===== src/logic/shift_pkg.sv =====
// ----------------------------------------------------------
// Shared constants and the instruction word type for the
// shift execution unit. Modules import it in their header.
// ----------------------------------------------------------
`default_nettype none

package shift_pkg;

    localparam int XLEN = 32;                      // datapath width, the shifter stages assume 32.

    localparam logic [6:0] OPC_OP     = 7'b0110011; // register-register ALU major opcode.
    localparam logic [6:0] OPC_OP_IMM = 7'b0010011; // register-immediate ALU major opcode.

    localparam logic [2:0] F3_SLL     = 3'b001;     // funct3 of SLL and SLLI.
    localparam logic [2:0] F3_SRL_SRA = 3'b101;     // funct3 shared by the right shifts.

    // the same 32 bits read either as an R-type or as an I-type shift.
    typedef union packed {
        struct packed {
            logic [6:0] funct7;                     // bit 30 of the word is funct7[5].
            logic [4:0] rs2;
            logic [4:0] rs1;
            logic [2:0] funct3;
            logic [4:0] rd;
            logic [6:0] opcode;
        } r;
        struct packed {
            logic [6:0] upper;                      // imm[11:5], holds the SRAI marker bit.
            logic [4:0] shamt;                      // immediate shift amount for RV32.
            logic [4:0] rs1;
            logic [2:0] funct3;
            logic [4:0] rd;
            logic [6:0] opcode;
        } i;
    } instr_word_u;

endpackage

`default_nettype wire


===== src/logic/shift_op_if.sv =====
// ----------------------------------------------------------
// One decoded shift operation with a valid/ready pair.
// A transfer takes place on a clock edge where both are high.
// ----------------------------------------------------------
`timescale 1ns/1ps
`default_nettype none

interface shift_op_if import shift_pkg::*; ();

    logic            valid;                 // the producer offers an operation.
    logic            ready;                 // the consumer takes it on this edge.
    logic [XLEN-1:0] data;                  // rs1 value to be shifted.
    logic [4:0]      amount;                // shift distance already picked from rs2 or shamt.
    logic            arith;                 // sign fill requested for a right shift.
    logic            lshift;                // shift direction is left.
    logic [4:0]      rd;                    // destination register index.
    logic            illegal;               // the word was not a legal shift.

    modport src (
        output valid, data, amount, arith, lshift, rd, illegal,
        input  ready
    );

    modport dst (
        input  valid, data, amount, arith, lshift, rd, illegal,
        output ready
    );

endinterface

`default_nettype wire


===== src/logic/barrel_shifter.sv =====
// ----------------------------------------------------------
// Shared barrel shifter. Left shifts reverse the input, pass
// through the right-shifting stages and are read back reversed.
// Purely combinational.
// ----------------------------------------------------------
`timescale 1ns/1ps
`default_nettype none

module barrel_shifter import shift_pkg::*; (
    input  wire logic [XLEN-1:0] shifter_input,
    input  wire logic [4:0]      shift_amount,
    input  wire logic            arith,
    input  wire logic            lshift,
    output logic      [XLEN-1:0] shifted_resultr,
    output logic      [XLEN-1:0] shifted_resultl
);

    logic [XLEN-1:0] preshifted;
    logic [XLEN-1:0] stage8;
    logic [XLEN-1:0] stage2;
    logic [XLEN-1:0] stage1;

    always_comb begin
        for (int b = 0; b < XLEN; b++)
            preshifted[b] = lshift ? shifter_input[XLEN-1-b] : shifter_input[b]; // mirror for left.
    end

    always_comb begin
        case (shift_amount[4:3])                                // coarse steps of 8.
            2'd0:    stage8 = preshifted;
            2'd1:    stage8 = {{8{arith}}, preshifted[XLEN-1:8]};
            2'd2:    stage8 = {{16{arith}}, preshifted[XLEN-1:16]};
            default: stage8 = {{24{arith}}, preshifted[XLEN-1:24]};
        endcase
    end

    always_comb begin
        case (shift_amount[2:1])                                // steps of 2.
            2'd0:    stage2 = stage8;
            2'd1:    stage2 = {{2{arith}}, stage8[XLEN-1:2]};
            2'd2:    stage2 = {{4{arith}}, stage8[XLEN-1:4]};
            default: stage2 = {{6{arith}}, stage8[XLEN-1:6]};
        endcase
    end

    assign stage1 = shift_amount[0] ? {arith, stage2[XLEN-1:1]} : stage2; // last single step.

    assign shifted_resultr = stage1;

    always_comb begin
        for (int b = 0; b < XLEN; b++)
            shifted_resultl[b] = stage1[XLEN-1-b];              // undo the mirror.
    end

endmodule

`default_nettype wire


===== src/logic/shift_issue.sv =====
// ----------------------------------------------------------
// Issue stage. Accepts an instruction with its operands over
// a four-phase req/ack link, decodes the shift and pushes it
// into the operation buffer before acknowledging.
// ----------------------------------------------------------
`timescale 1ns/1ps
`default_nettype none

module shift_issue import shift_pkg::*; (
    input  wire logic            clk,
    input  wire logic            arst_n,
    input  wire logic            in_req,
    output logic                 in_ack,
    input  wire instr_word_u     in_instr,
    input  wire logic [XLEN-1:0] in_rs1_value,
    input  wire logic [XLEN-1:0] in_rs2_value,
    shift_op_if.src              op_out
);

    localparam logic [1:0] IDLE    = 2'd0;  // waiting for a request.
    localparam logic [1:0] PUSHING = 2'd1;  // decoded operation offered to the buffer.
    localparam logic [1:0] ACKED   = 2'd2;  // ack high until the request drops.

    logic [1:0] state;
    logic       is_op;                      // high for the register form.
    logic [6:0] upper;
    logic [2:0] funct3;
    logic [4:0] dec_amount;
    logic       dec_lshift;
    logic       dec_arith;
    logic       dec_illegal;

    always_comb begin
        is_op      = in_instr.r.opcode == OPC_OP;
        upper      = in_instr.r.funct7;                            // bits 31..25 of the word.
        funct3     = in_instr.r.funct3;
        dec_amount = is_op ? in_rs2_value[4:0] : in_instr.i.shamt; // rs2 upper bits are ignored.
        dec_lshift = funct3 == F3_SLL;
        dec_arith  = upper[5] && !dec_lshift;                      // bit 30 of the word.
        dec_illegal = 1'b1;                                        // anything unmatched is illegal.
        if (is_op || in_instr.i.opcode == OPC_OP_IMM) begin
            if (funct3 == F3_SLL)
                dec_illegal = upper != 7'b0000000;                 // SLL with bit 30 is rejected.
            else if (funct3 == F3_SRL_SRA)
                dec_illegal = (upper & 7'b1011111) != 7'b0000000;  // only bit 30 may be set.
        end
    end

    always_ff @(posedge clk or negedge arst_n) begin
        if (!arst_n) begin
            state <= IDLE;
        end else begin
            case (state)
                IDLE:    if (in_req) state <= PUSHING;             // operands are stable now.
                PUSHING: if (op_out.ready) state <= ACKED;         // push happens on this edge.
                ACKED:   if (!in_req) state <= IDLE;               // return to zero phase.
                default: state <= IDLE;
            endcase
        end
    end

    // the decoded operation is captured once and held until the buffer takes it.
    always_ff @(posedge clk) begin
        if (state == IDLE && in_req) begin
            op_out.data    <= in_rs1_value;
            op_out.amount  <= dec_amount;
            op_out.arith   <= dec_arith;
            op_out.lshift  <= dec_lshift;
            op_out.rd      <= in_instr.r.rd;                       // rd sits at the same bits in both views.
            op_out.illegal <= dec_illegal;
        end
    end

    assign op_out.valid = state == PUSHING;
    assign in_ack       = state == ACKED;                          // rises the cycle after the push.

    // the ack only ever answers a request that was held on the edge where it rose.
    a_ack_needs_req: assert property (@(posedge clk) disable iff (!arst_n)
        $rose(in_ack) |-> $past(in_req));

endmodule

`default_nettype wire


===== src/logic/shift_op_fifo.sv =====
// ----------------------------------------------------------
// Operation buffer between the issue stage and the shift unit.
// Circular storage of FIFO_DEPTH entries, a power of two of at
// least two. Push and pop may happen on the same edge.
// ----------------------------------------------------------
`timescale 1ns/1ps
`default_nettype none

module shift_op_fifo import shift_pkg::*; #(
    parameter int FIFO_DEPTH = 4
) (
    input  wire logic clk,
    input  wire logic arst_n,
    shift_op_if.dst   wr,
    shift_op_if.src   rd
);

    localparam int PW = $clog2(FIFO_DEPTH);     // pointer width so the pointers wrap by overflow.
    localparam int CW = PW + 1;                 // count also has to hold a full buffer.
    localparam int EW = XLEN + 13;              // data, amount, rd and three flags.
    localparam logic [CW-1:0] FULL_COUNT = CW'(FIFO_DEPTH);

    logic [EW-1:0] mem [FIFO_DEPTH];
    logic [PW-1:0] wr_ptr;
    logic [PW-1:0] rd_ptr;
    logic [CW-1:0] count;
    logic          push;
    logic          pop;
    logic [EW-1:0] wr_entry;
    logic [EW-1:0] rd_entry;

    assign push = wr.valid && wr.ready;
    assign pop  = rd.valid && rd.ready;

    assign wr_entry = {wr.data, wr.amount, wr.arith, wr.lshift, wr.rd, wr.illegal};

    always_ff @(posedge clk) begin
        if (push)
            mem[wr_ptr] <= wr_entry;            // the offered operation lands at the tail.
    end

    always_ff @(posedge clk or negedge arst_n) begin
        if (!arst_n) begin
            wr_ptr <= '0;
            rd_ptr <= '0;
            count  <= '0;
        end else begin
            if (push)
                wr_ptr <= wr_ptr + 1'b1;
            if (pop)
                rd_ptr <= rd_ptr + 1'b1;
            if (push && !pop)
                count <= count + 1'b1;
            else if (pop && !push)
                count <= count - 1'b1;          // simultaneous push and pop keeps the count.
        end
    end

    assign wr.ready = count != FULL_COUNT;      // back-pressure toward the issue stage.
    assign rd.valid = count != '0;              // a pushed entry shows up one edge later.

    assign rd_entry = mem[rd_ptr];
    assign rd.data    = rd_entry[EW-1 -: XLEN];
    assign rd.amount  = rd_entry[12:8];
    assign rd.arith   = rd_entry[7];
    assign rd.lshift  = rd_entry[6];
    assign rd.rd      = rd_entry[5:1];
    assign rd.illegal = rd_entry[0];

    a_count_bound: assert property (@(posedge clk) disable iff (!arst_n)
        count <= FULL_COUNT);

    // an offered entry and its payload stay put until the shift unit takes it.
    a_hold_until_taken: assert property (@(posedge clk) disable iff (!arst_n)
        rd.valid && !rd.ready |=> rd.valid && $stable(rd_entry));

endmodule

`default_nettype wire


===== src/logic/shift_top.sv =====
// ----------------------------------------------------------
// Top level of the shift execution unit. Chains the issue
// stage, the operation buffer and the shift unit. Both outer
// links use four-phase req/ack.
// ----------------------------------------------------------
`timescale 1ns/1ps
`default_nettype none

module shift_top import shift_pkg::*; #(
    parameter int FIFO_DEPTH = 4
) (
    input  wire logic            clk,
    input  wire logic            arst_n,
    input  wire logic            in_req,
    output logic                 in_ack,
    input  wire logic [XLEN-1:0] in_instr,
    input  wire logic [XLEN-1:0] in_rs1_value,
    input  wire logic [XLEN-1:0] in_rs2_value,
    output logic                 res_req,
    input  wire logic            res_ack,
    output logic      [XLEN-1:0] res_data,
    output logic      [4:0]      res_rd,
    output logic                 res_illegal
);

    shift_op_if issue_to_buf ();            // decoded operations into the buffer.
    shift_op_if buf_to_unit ();             // buffered operations toward execution.

    shift_issue issue_i (
        .clk          (clk),
        .arst_n       (arst_n),
        .in_req       (in_req),
        .in_ack       (in_ack),
        .in_instr     (in_instr),           // raw word is viewed through the union inside.
        .in_rs1_value (in_rs1_value),
        .in_rs2_value (in_rs2_value),
        .op_out       (issue_to_buf)
    );

    shift_op_fifo #(
        .FIFO_DEPTH (FIFO_DEPTH)
    ) fifo_i (
        .clk    (clk),
        .arst_n (arst_n),
        .wr     (issue_to_buf),
        .rd     (buf_to_unit)
    );

    shift_unit unit_i (
        .clk         (clk),
        .arst_n      (arst_n),
        .op_in       (buf_to_unit),
        .res_req     (res_req),
        .res_ack     (res_ack),
        .res_data    (res_data),
        .res_rd      (res_rd),
        .res_illegal (res_illegal)
    );

endmodule

`default_nettype wire


===== src/logic/shift_unit.sv =====
// ----------------------------------------------------------
// Shift unit. Pops one operation at a time from the buffer,
// shifts it and returns the result with rd and the illegal
// flag over a four-phase req/ack link.
// ----------------------------------------------------------
`timescale 1ns/1ps
`default_nettype none

module shift_unit import shift_pkg::*; (
    input  wire logic            clk,
    input  wire logic            arst_n,
    shift_op_if.dst              op_in,
    output logic                 res_req,
    input  wire logic            res_ack,
    output logic      [XLEN-1:0] res_data,
    output logic      [4:0]      res_rd,
    output logic                 res_illegal
);

    localparam logic [1:0] IDLE      = 2'd0; // ready for the next operation.
    localparam logic [1:0] WAIT_HIGH = 2'd1; // result offered, waiting for ack.
    localparam logic [1:0] WAIT_LOW  = 2'd2; // req dropped, waiting for ack to clear.

    logic [1:0]      state;
    logic            pop;
    logic            fill;
    logic [XLEN-1:0] shifted_r;
    logic [XLEN-1:0] shifted_l;
    logic [XLEN-1:0] result;

    assign fill = op_in.arith & op_in.data[XLEN-1];     // sign bit only for SRA.

    barrel_shifter shifter_i (
        .shifter_input   (op_in.data),
        .shift_amount    (op_in.amount),
        .arith           (fill),
        .lshift          (op_in.lshift),
        .shifted_resultr (shifted_r),
        .shifted_resultl (shifted_l)
    );

    always_comb begin
        result = op_in.lshift ? shifted_l : shifted_r;
        if (op_in.illegal)
            result = '0;                                 // illegal words return zero data.
    end

    assign op_in.ready = state == IDLE;
    assign pop         = op_in.valid && op_in.ready;

    always_ff @(posedge clk or negedge arst_n) begin
        if (!arst_n) begin
            state <= IDLE;
        end else begin
            case (state)
                IDLE:      if (pop) state <= WAIT_HIGH;     // req rises on the next cycle.
                WAIT_HIGH: if (res_ack) state <= WAIT_LOW;
                WAIT_LOW:  if (!res_ack) state <= IDLE;
                default:   state <= IDLE;
            endcase
        end
    end

    always_ff @(posedge clk) begin
        if (pop) begin
            res_data    <= result;
            res_rd      <= op_in.rd;
            res_illegal <= op_in.illegal;
        end
    end

    assign res_req = state == WAIT_HIGH;

    // the environment samples the result any time while req is high.
    a_result_stable: assert property (@(posedge clk) disable iff (!arst_n)
        res_req |=> !res_req || $stable(res_data));

endmodule

`default_nettype wire


===== config.mk =====
export PLATFORM = sky130hd
export DESIGN_NAME = shift_top
export DESIGN_NICKNAME = d
export VERILOG_FILES = /design/src/logic/shift_pkg.sv /design/src/logic/shift_op_if.sv /design/src/logic/barrel_shifter.sv /design/src/logic/shift_issue.sv /design/src/logic/shift_op_fifo.sv /design/src/logic/shift_top.sv /design/src/logic/shift_unit.sv
export SDC_FILE = /design/constraint.sdc
export NUM_CORES = 1
export LEC_CHECK = 0
export BUFFER_PORTS_ARGS = -buffer_cell sky130_fd_sc_hd__clkbuf_2
export CORE_ASPECT_RATIO = 1.4
export CORE_UTILIZATION = 45
export DETAILED_ROUTE_END_ITERATION = 8
export GPL_TIMING_DRIVEN = 0
export PLACE_DENSITY_LB_ADDON = 0.05
export SLEW_MARGIN = 20
export SYNTH_ARGS = -nofsm -noshare
export SYNTH_HDL_FRONTEND = slang
export SYNTH_HIERARCHICAL = 1
export SYNTH_SLANG_ARGS = --single-unit

===== constraint.sdc =====
create_clock -name clk -period 6.4 [get_ports clk]
set_input_delay 1.28 -clock clk [delete_from_list [all_inputs] [get_ports clk]]
set_output_delay 1.28 -clock clk [all_outputs]
set_load 0.05 [all_outputs]

==> results.md <==
- The TritonCTS clock tree is done.
- The detailed-route wire length per cell is 22.8 um.
- The initial utilization of the core area, before any placement, comes to 45.5%.
- In the final design database the tool counted 1028 nets.
- The nature of the critical path startpoint is a register.
- In this run the number of H-tree levels came out at 1.
- The sum of negative setup slack is 0 ns.
- Summed over all nets, the half-perimeter wirelength after detailed placement is 22.4 mm.
- The most area-hungry cell type in the Yosys netlist is edfxtp_1.
- After clock tree synthesis, the clock-pin slew on the worst setup and hold paths is 0.06 ns.
- In this run the cell area of the synthesized design comes to 12900 um^2.
- The number of max-slew violations in the final report is 0.
- The library cells used most frequently in the layout, excluding fill and tap cells, are 263 x edfxtp_1, 107 x clkbuf_2, 78 x mux2i_1.
- After the first detailed-routing iteration, the DRC count stood at 326.
- The via count of the first global-routing pass is 7911.
- In the final layout, the multi-input gates occupy 4120 um^2.
- Wires add up to 30.0 mm.
- The Yosys warning count is 6.
- Dividing the detail-routed via count by the number of cells gives 5.56.
- Setup repair after global routing left no endpoint under its margin.
- The peak per-stage delay on the critical path is 0.56 ns.
- The cell with the most instances on the worst path is buf_2.
- The final route contains 7324 vias.
- The reg-to-reg critical path startpoint is fifo_i/rd_ptr[1]$_DFFE_PN0P_.
- The class of the worst hold path is reg -> reg.
- For the pin with the worst max-slew slack, the measured transition is 0.781 ns.
- In this run the critical register-to-register path is captured at unit_i/res_data[0]$_SDFFCE_PP0P_.
- The post-synthesis instance total is 780.
- The clock latency of the later-clocked register in the worst-skew pair is 0.53 ns.
- In the routed design, unresolved DRC markers number 0.
- In this run the mean area of a mapped cell was 16.5 um^2.
- Counting instances, the worst hold path has a depth of 1.
- The async set-reset flop share out of synthesis is 4.01%.
- The run finished with clean final reports.
- For the worst setup path, the data required time is 6.66 ns.
- The initial antenna violation count came to 0.
- The synthesized design contains 263 enable-type register cells.
- The synthesized net count is 886.
- Walking the worst path, the cells encountered are buf_2 -> buf_2 -> mux4_2 -> buf_2 -> buf_2 -> mux4_2 -> and2_1 -> a311oi_1 -> a2111oi_0 -> a311o_1 -> buf_4 -> mux2i_1 -> nor2_1.
- The depth of the most critical reg-to-reg path is 13.
- By startpoint and endpoint, the worst setup path is classified as reg -> reg.
- The leading cell type in the layout, fill and taps excluded is edfxtp_1.
- The residual overflow from global routing is 0.
- The critical-path cell with the highest stage delay is a311oi_1.
- The clock tree buffer depth is 3.
- The worst min-delay path endpoint is unit_i/state[0]$_DFFE_PN0P_.
- In this run, post-CTS repair resized a total of 0 instances.
- The number of buffers inserted for hold repair after clock tree synthesis is 0.
- Of the cells placed in the final design, the portion with a size suffix greater than 1 is 34.8%.
- Setup violations remaining at the end of the flow were counted as 0.
- For this run, the top clock speed supported by timing is 241 MHz.
- For this run, the detailed router's first-pass iteration total came to 5.
- Entering global routing, the biggest net connects 43 pins.
- The x dimension of the die is 145 um.
- The worst pin sits at a relative slew slack of 47.7%.
- Clock tree synthesis found a total of 274 sinks.
- The TritonCTS buffer count is 26.
- Sequential cells were found to cover 63.4% of the synthesized design area.
- The floorplan step set the die height to 202 um.
- The post-route minimum period is 4.14 ns.
- The first global-routing pass estimated 46.4 mm of wire.
- The worst hold slack after final layout is 0.481 ns.
- The post-CTS setup buffer count is 0.
- The synthesized flop and latch total is 274.
- The root buffer cell is clkbuf_16.
- The worst setup path is captured at a register.
- The most frequently used flop master after synthesis is edfxtp_1.
- The count of different cell masters after synthesis is 65.
- The antenna diode count is 0.
- The count of antenna-violating nets left after detailed routing is 0.
- In this run the most critical hold path is launched from unit_i/state[1]$_DFFE_PN0P_.
- At the worst endpoint, the arrival time is 4.41 ns.
- Routability-driven placement finished with a final weighted congestion of 0.913.
- The worst-path maximum fanout is 10.
- The die covers 29300 um^2.
- Compared with the post-synthesis result, the final layout area differs by 16.2%.
- For this run, the total global-route usage over all layers was measured as 21.0%.
- The region available for standard cell placement spans 28300 um^2.
- Counting the fill cells in the layout gives 2327.
- The number of I/O port buffers is 107.
- Across the routed clock network, the largest skew measured is 0.0103 ns.
- The count of cells in the finished layout, fillers not included, comes to 1317.
- The number of failing hold endpoints at the final stage is 0.
- After floorplanning, the core was divided into 73 placement rows.
- The sequential cell area in the final layout is 8170 um^2.
- Across the run, the number of max-cap violations was 0.
- After synthesis, the cell types taking the most area are edfxtp_1 61%, mux4_2 11%, mux2i_1 6.1%.
- The register-to-register setup slack is 2.26 ns.
- After synthesis, the largest area contributor takes up 61.3% of total cell area.
- The cell total after placement is 1269.
- The period utilization is 64.7%.
- 140 I/O pins were placed.
cell families after synthesis:
kind of cell / after synthesis / share of synthesized area (%)
and+or+nand+nor: 129 / 4.61
xor gates and xnor gates: 6 / 0.408
adders and majority gates: 6 / 0.640
DFF: 274 / 63.4
AOI/OAI and AO/OA: 92 / 5.10
buffers and inverters: 90 / 4.81
muxes: 183 / 21.0
cell usage after synthesis, types with 2 or more instances:
| master | n |
|---|---|
| a2111oi_0 | 4 |
| a211oi_1 | 6 |
| a21boi_0 | 2 |
| a21o_1 | 2 |
| a21oi_1 | 9 |
| a221oi_1 | 4 |
| a22o_1 | 2 |
| a2bb2oi_1 | 2 |
| and2_1 | 9 |
| buf_12 | 6 |
| buf_2 | 10 |
| buf_4 | 35 |
| buf_6 | 4 |
| clkbuf_1 | 21 |
| dfrtp_1 | 11 |
| edfxtp_1 | 263 |
| ha_1 | 5 |
| inv_1 | 9 |
| inv_2 | 2 |
| mux2_2 | 36 |
| mux2i_1 | 78 |
| mux4_2 | 65 |
| nand2_1 | 28 |
| nand2b_1 | 6 |
| nand3_1 | 4 |
| nor2_1 | 60 |
| nor2b_1 | 5 |
| nor3_1 | 5 |
| o2111ai_1 | 2 |
| o211ai_1 | 10 |
| o21a_1 | 2 |
| o21ai_0 | 15 |
| o221ai_1 | 2 |
| o22a_1 | 2 |
| o22ai_1 | 13 |
| o2bb2ai_1 | 5 |
| or2_2 | 2 |
| or3_1 | 3 |
| xnor2_1 | 4 |
| xor2_1 | 2 |
metal layers:
layer  vias up  track usage [%]  share of wire [%]
met5         -                0                  0
met2       171             40.4                 56
met3        58             3.07                3.4
met4         0             8.65                3.6
li1       3355                -                  -
met1      3740             22.9                 37
state kept, by name (all words and copies together), names as in the netlist, 2 cells and up:
register	flops
unit_i/res_data	32
issue_i/op_out.amount	5
issue_i/op_out.data	32
issue_i/state	2
fifo_i/rd_ptr	2
issue_i/op_out.rd	5
fifo_i/wr_ptr	2
unit_i/res_rd	5
fifo_i/count	3
fifo_i/mem	180
unit_i/state	2
worst max path at each step:
stage	cells after the start	start	to
after floorplan	2	in_req	issue_i/op_out.amount[0]$_DFFE_PP_
after global placement	3	in_req	issue_i/op_out.data[10]$_DFFE_PP_
after detailed placement	13	fifo_i/rd_ptr[1]$_DFFE_PN0P_	unit_i/res_data[0]$_SDFFCE_PP0P_
after CTS	13	fifo_i/rd_ptr[1]$_DFFE_PN0P_	unit_i/res_data[0]$_SDFFCE_PP0P_
after global routing	14	fifo_i/rd_ptr[1]$_DFFE_PN0P_	unit_i/res_data[11]$_SDFFCE_PP0P_
final	13	fifo_i/rd_ptr[1]$_DFFE_PN0P_	unit_i/res_data[0]$_SDFFCE_PP0P_
per-stage QoR:
step / setup slack (ns) / util, % / area (um^2)
after floorplan: 2.68 / - / 12900
after global routing: 2.06 / 52.9 / 15000
after CTS: 2.19 / 52.9 / 15000
final: 2.26 / 52.9 / 15000
after detailed placement: 2.23 / 49.8 / 14100
after global placement: 1.20 / 49.1 / 13900
critical path: cells and delay by family, from the launching register on:
| family | cells | cell delay [ns] |
|---|---|---|
| compound gates | 3 | 1.15 |
| buf+inv | 5 | 1.38 |
| flops | 1 | 0.31 |
| mux | 3 | 0.77 |
| simple gates | 2 | 0.24 |
cell type report:
type	count	area share, %
Clock inverter	15	1.03
Timing Repair Buffer	114	4.76
Sequential cell	274	54.6
Buffer	78	3.84
Multi-Input combinational cell	416	27.5
Clock buffer	33	4.86
Tap cell	375	3.13
Inverter	12	0.301
Power is not shown: default switching activity piles up to over one toggle a cycle in this logic, so the estimate is an artifact.
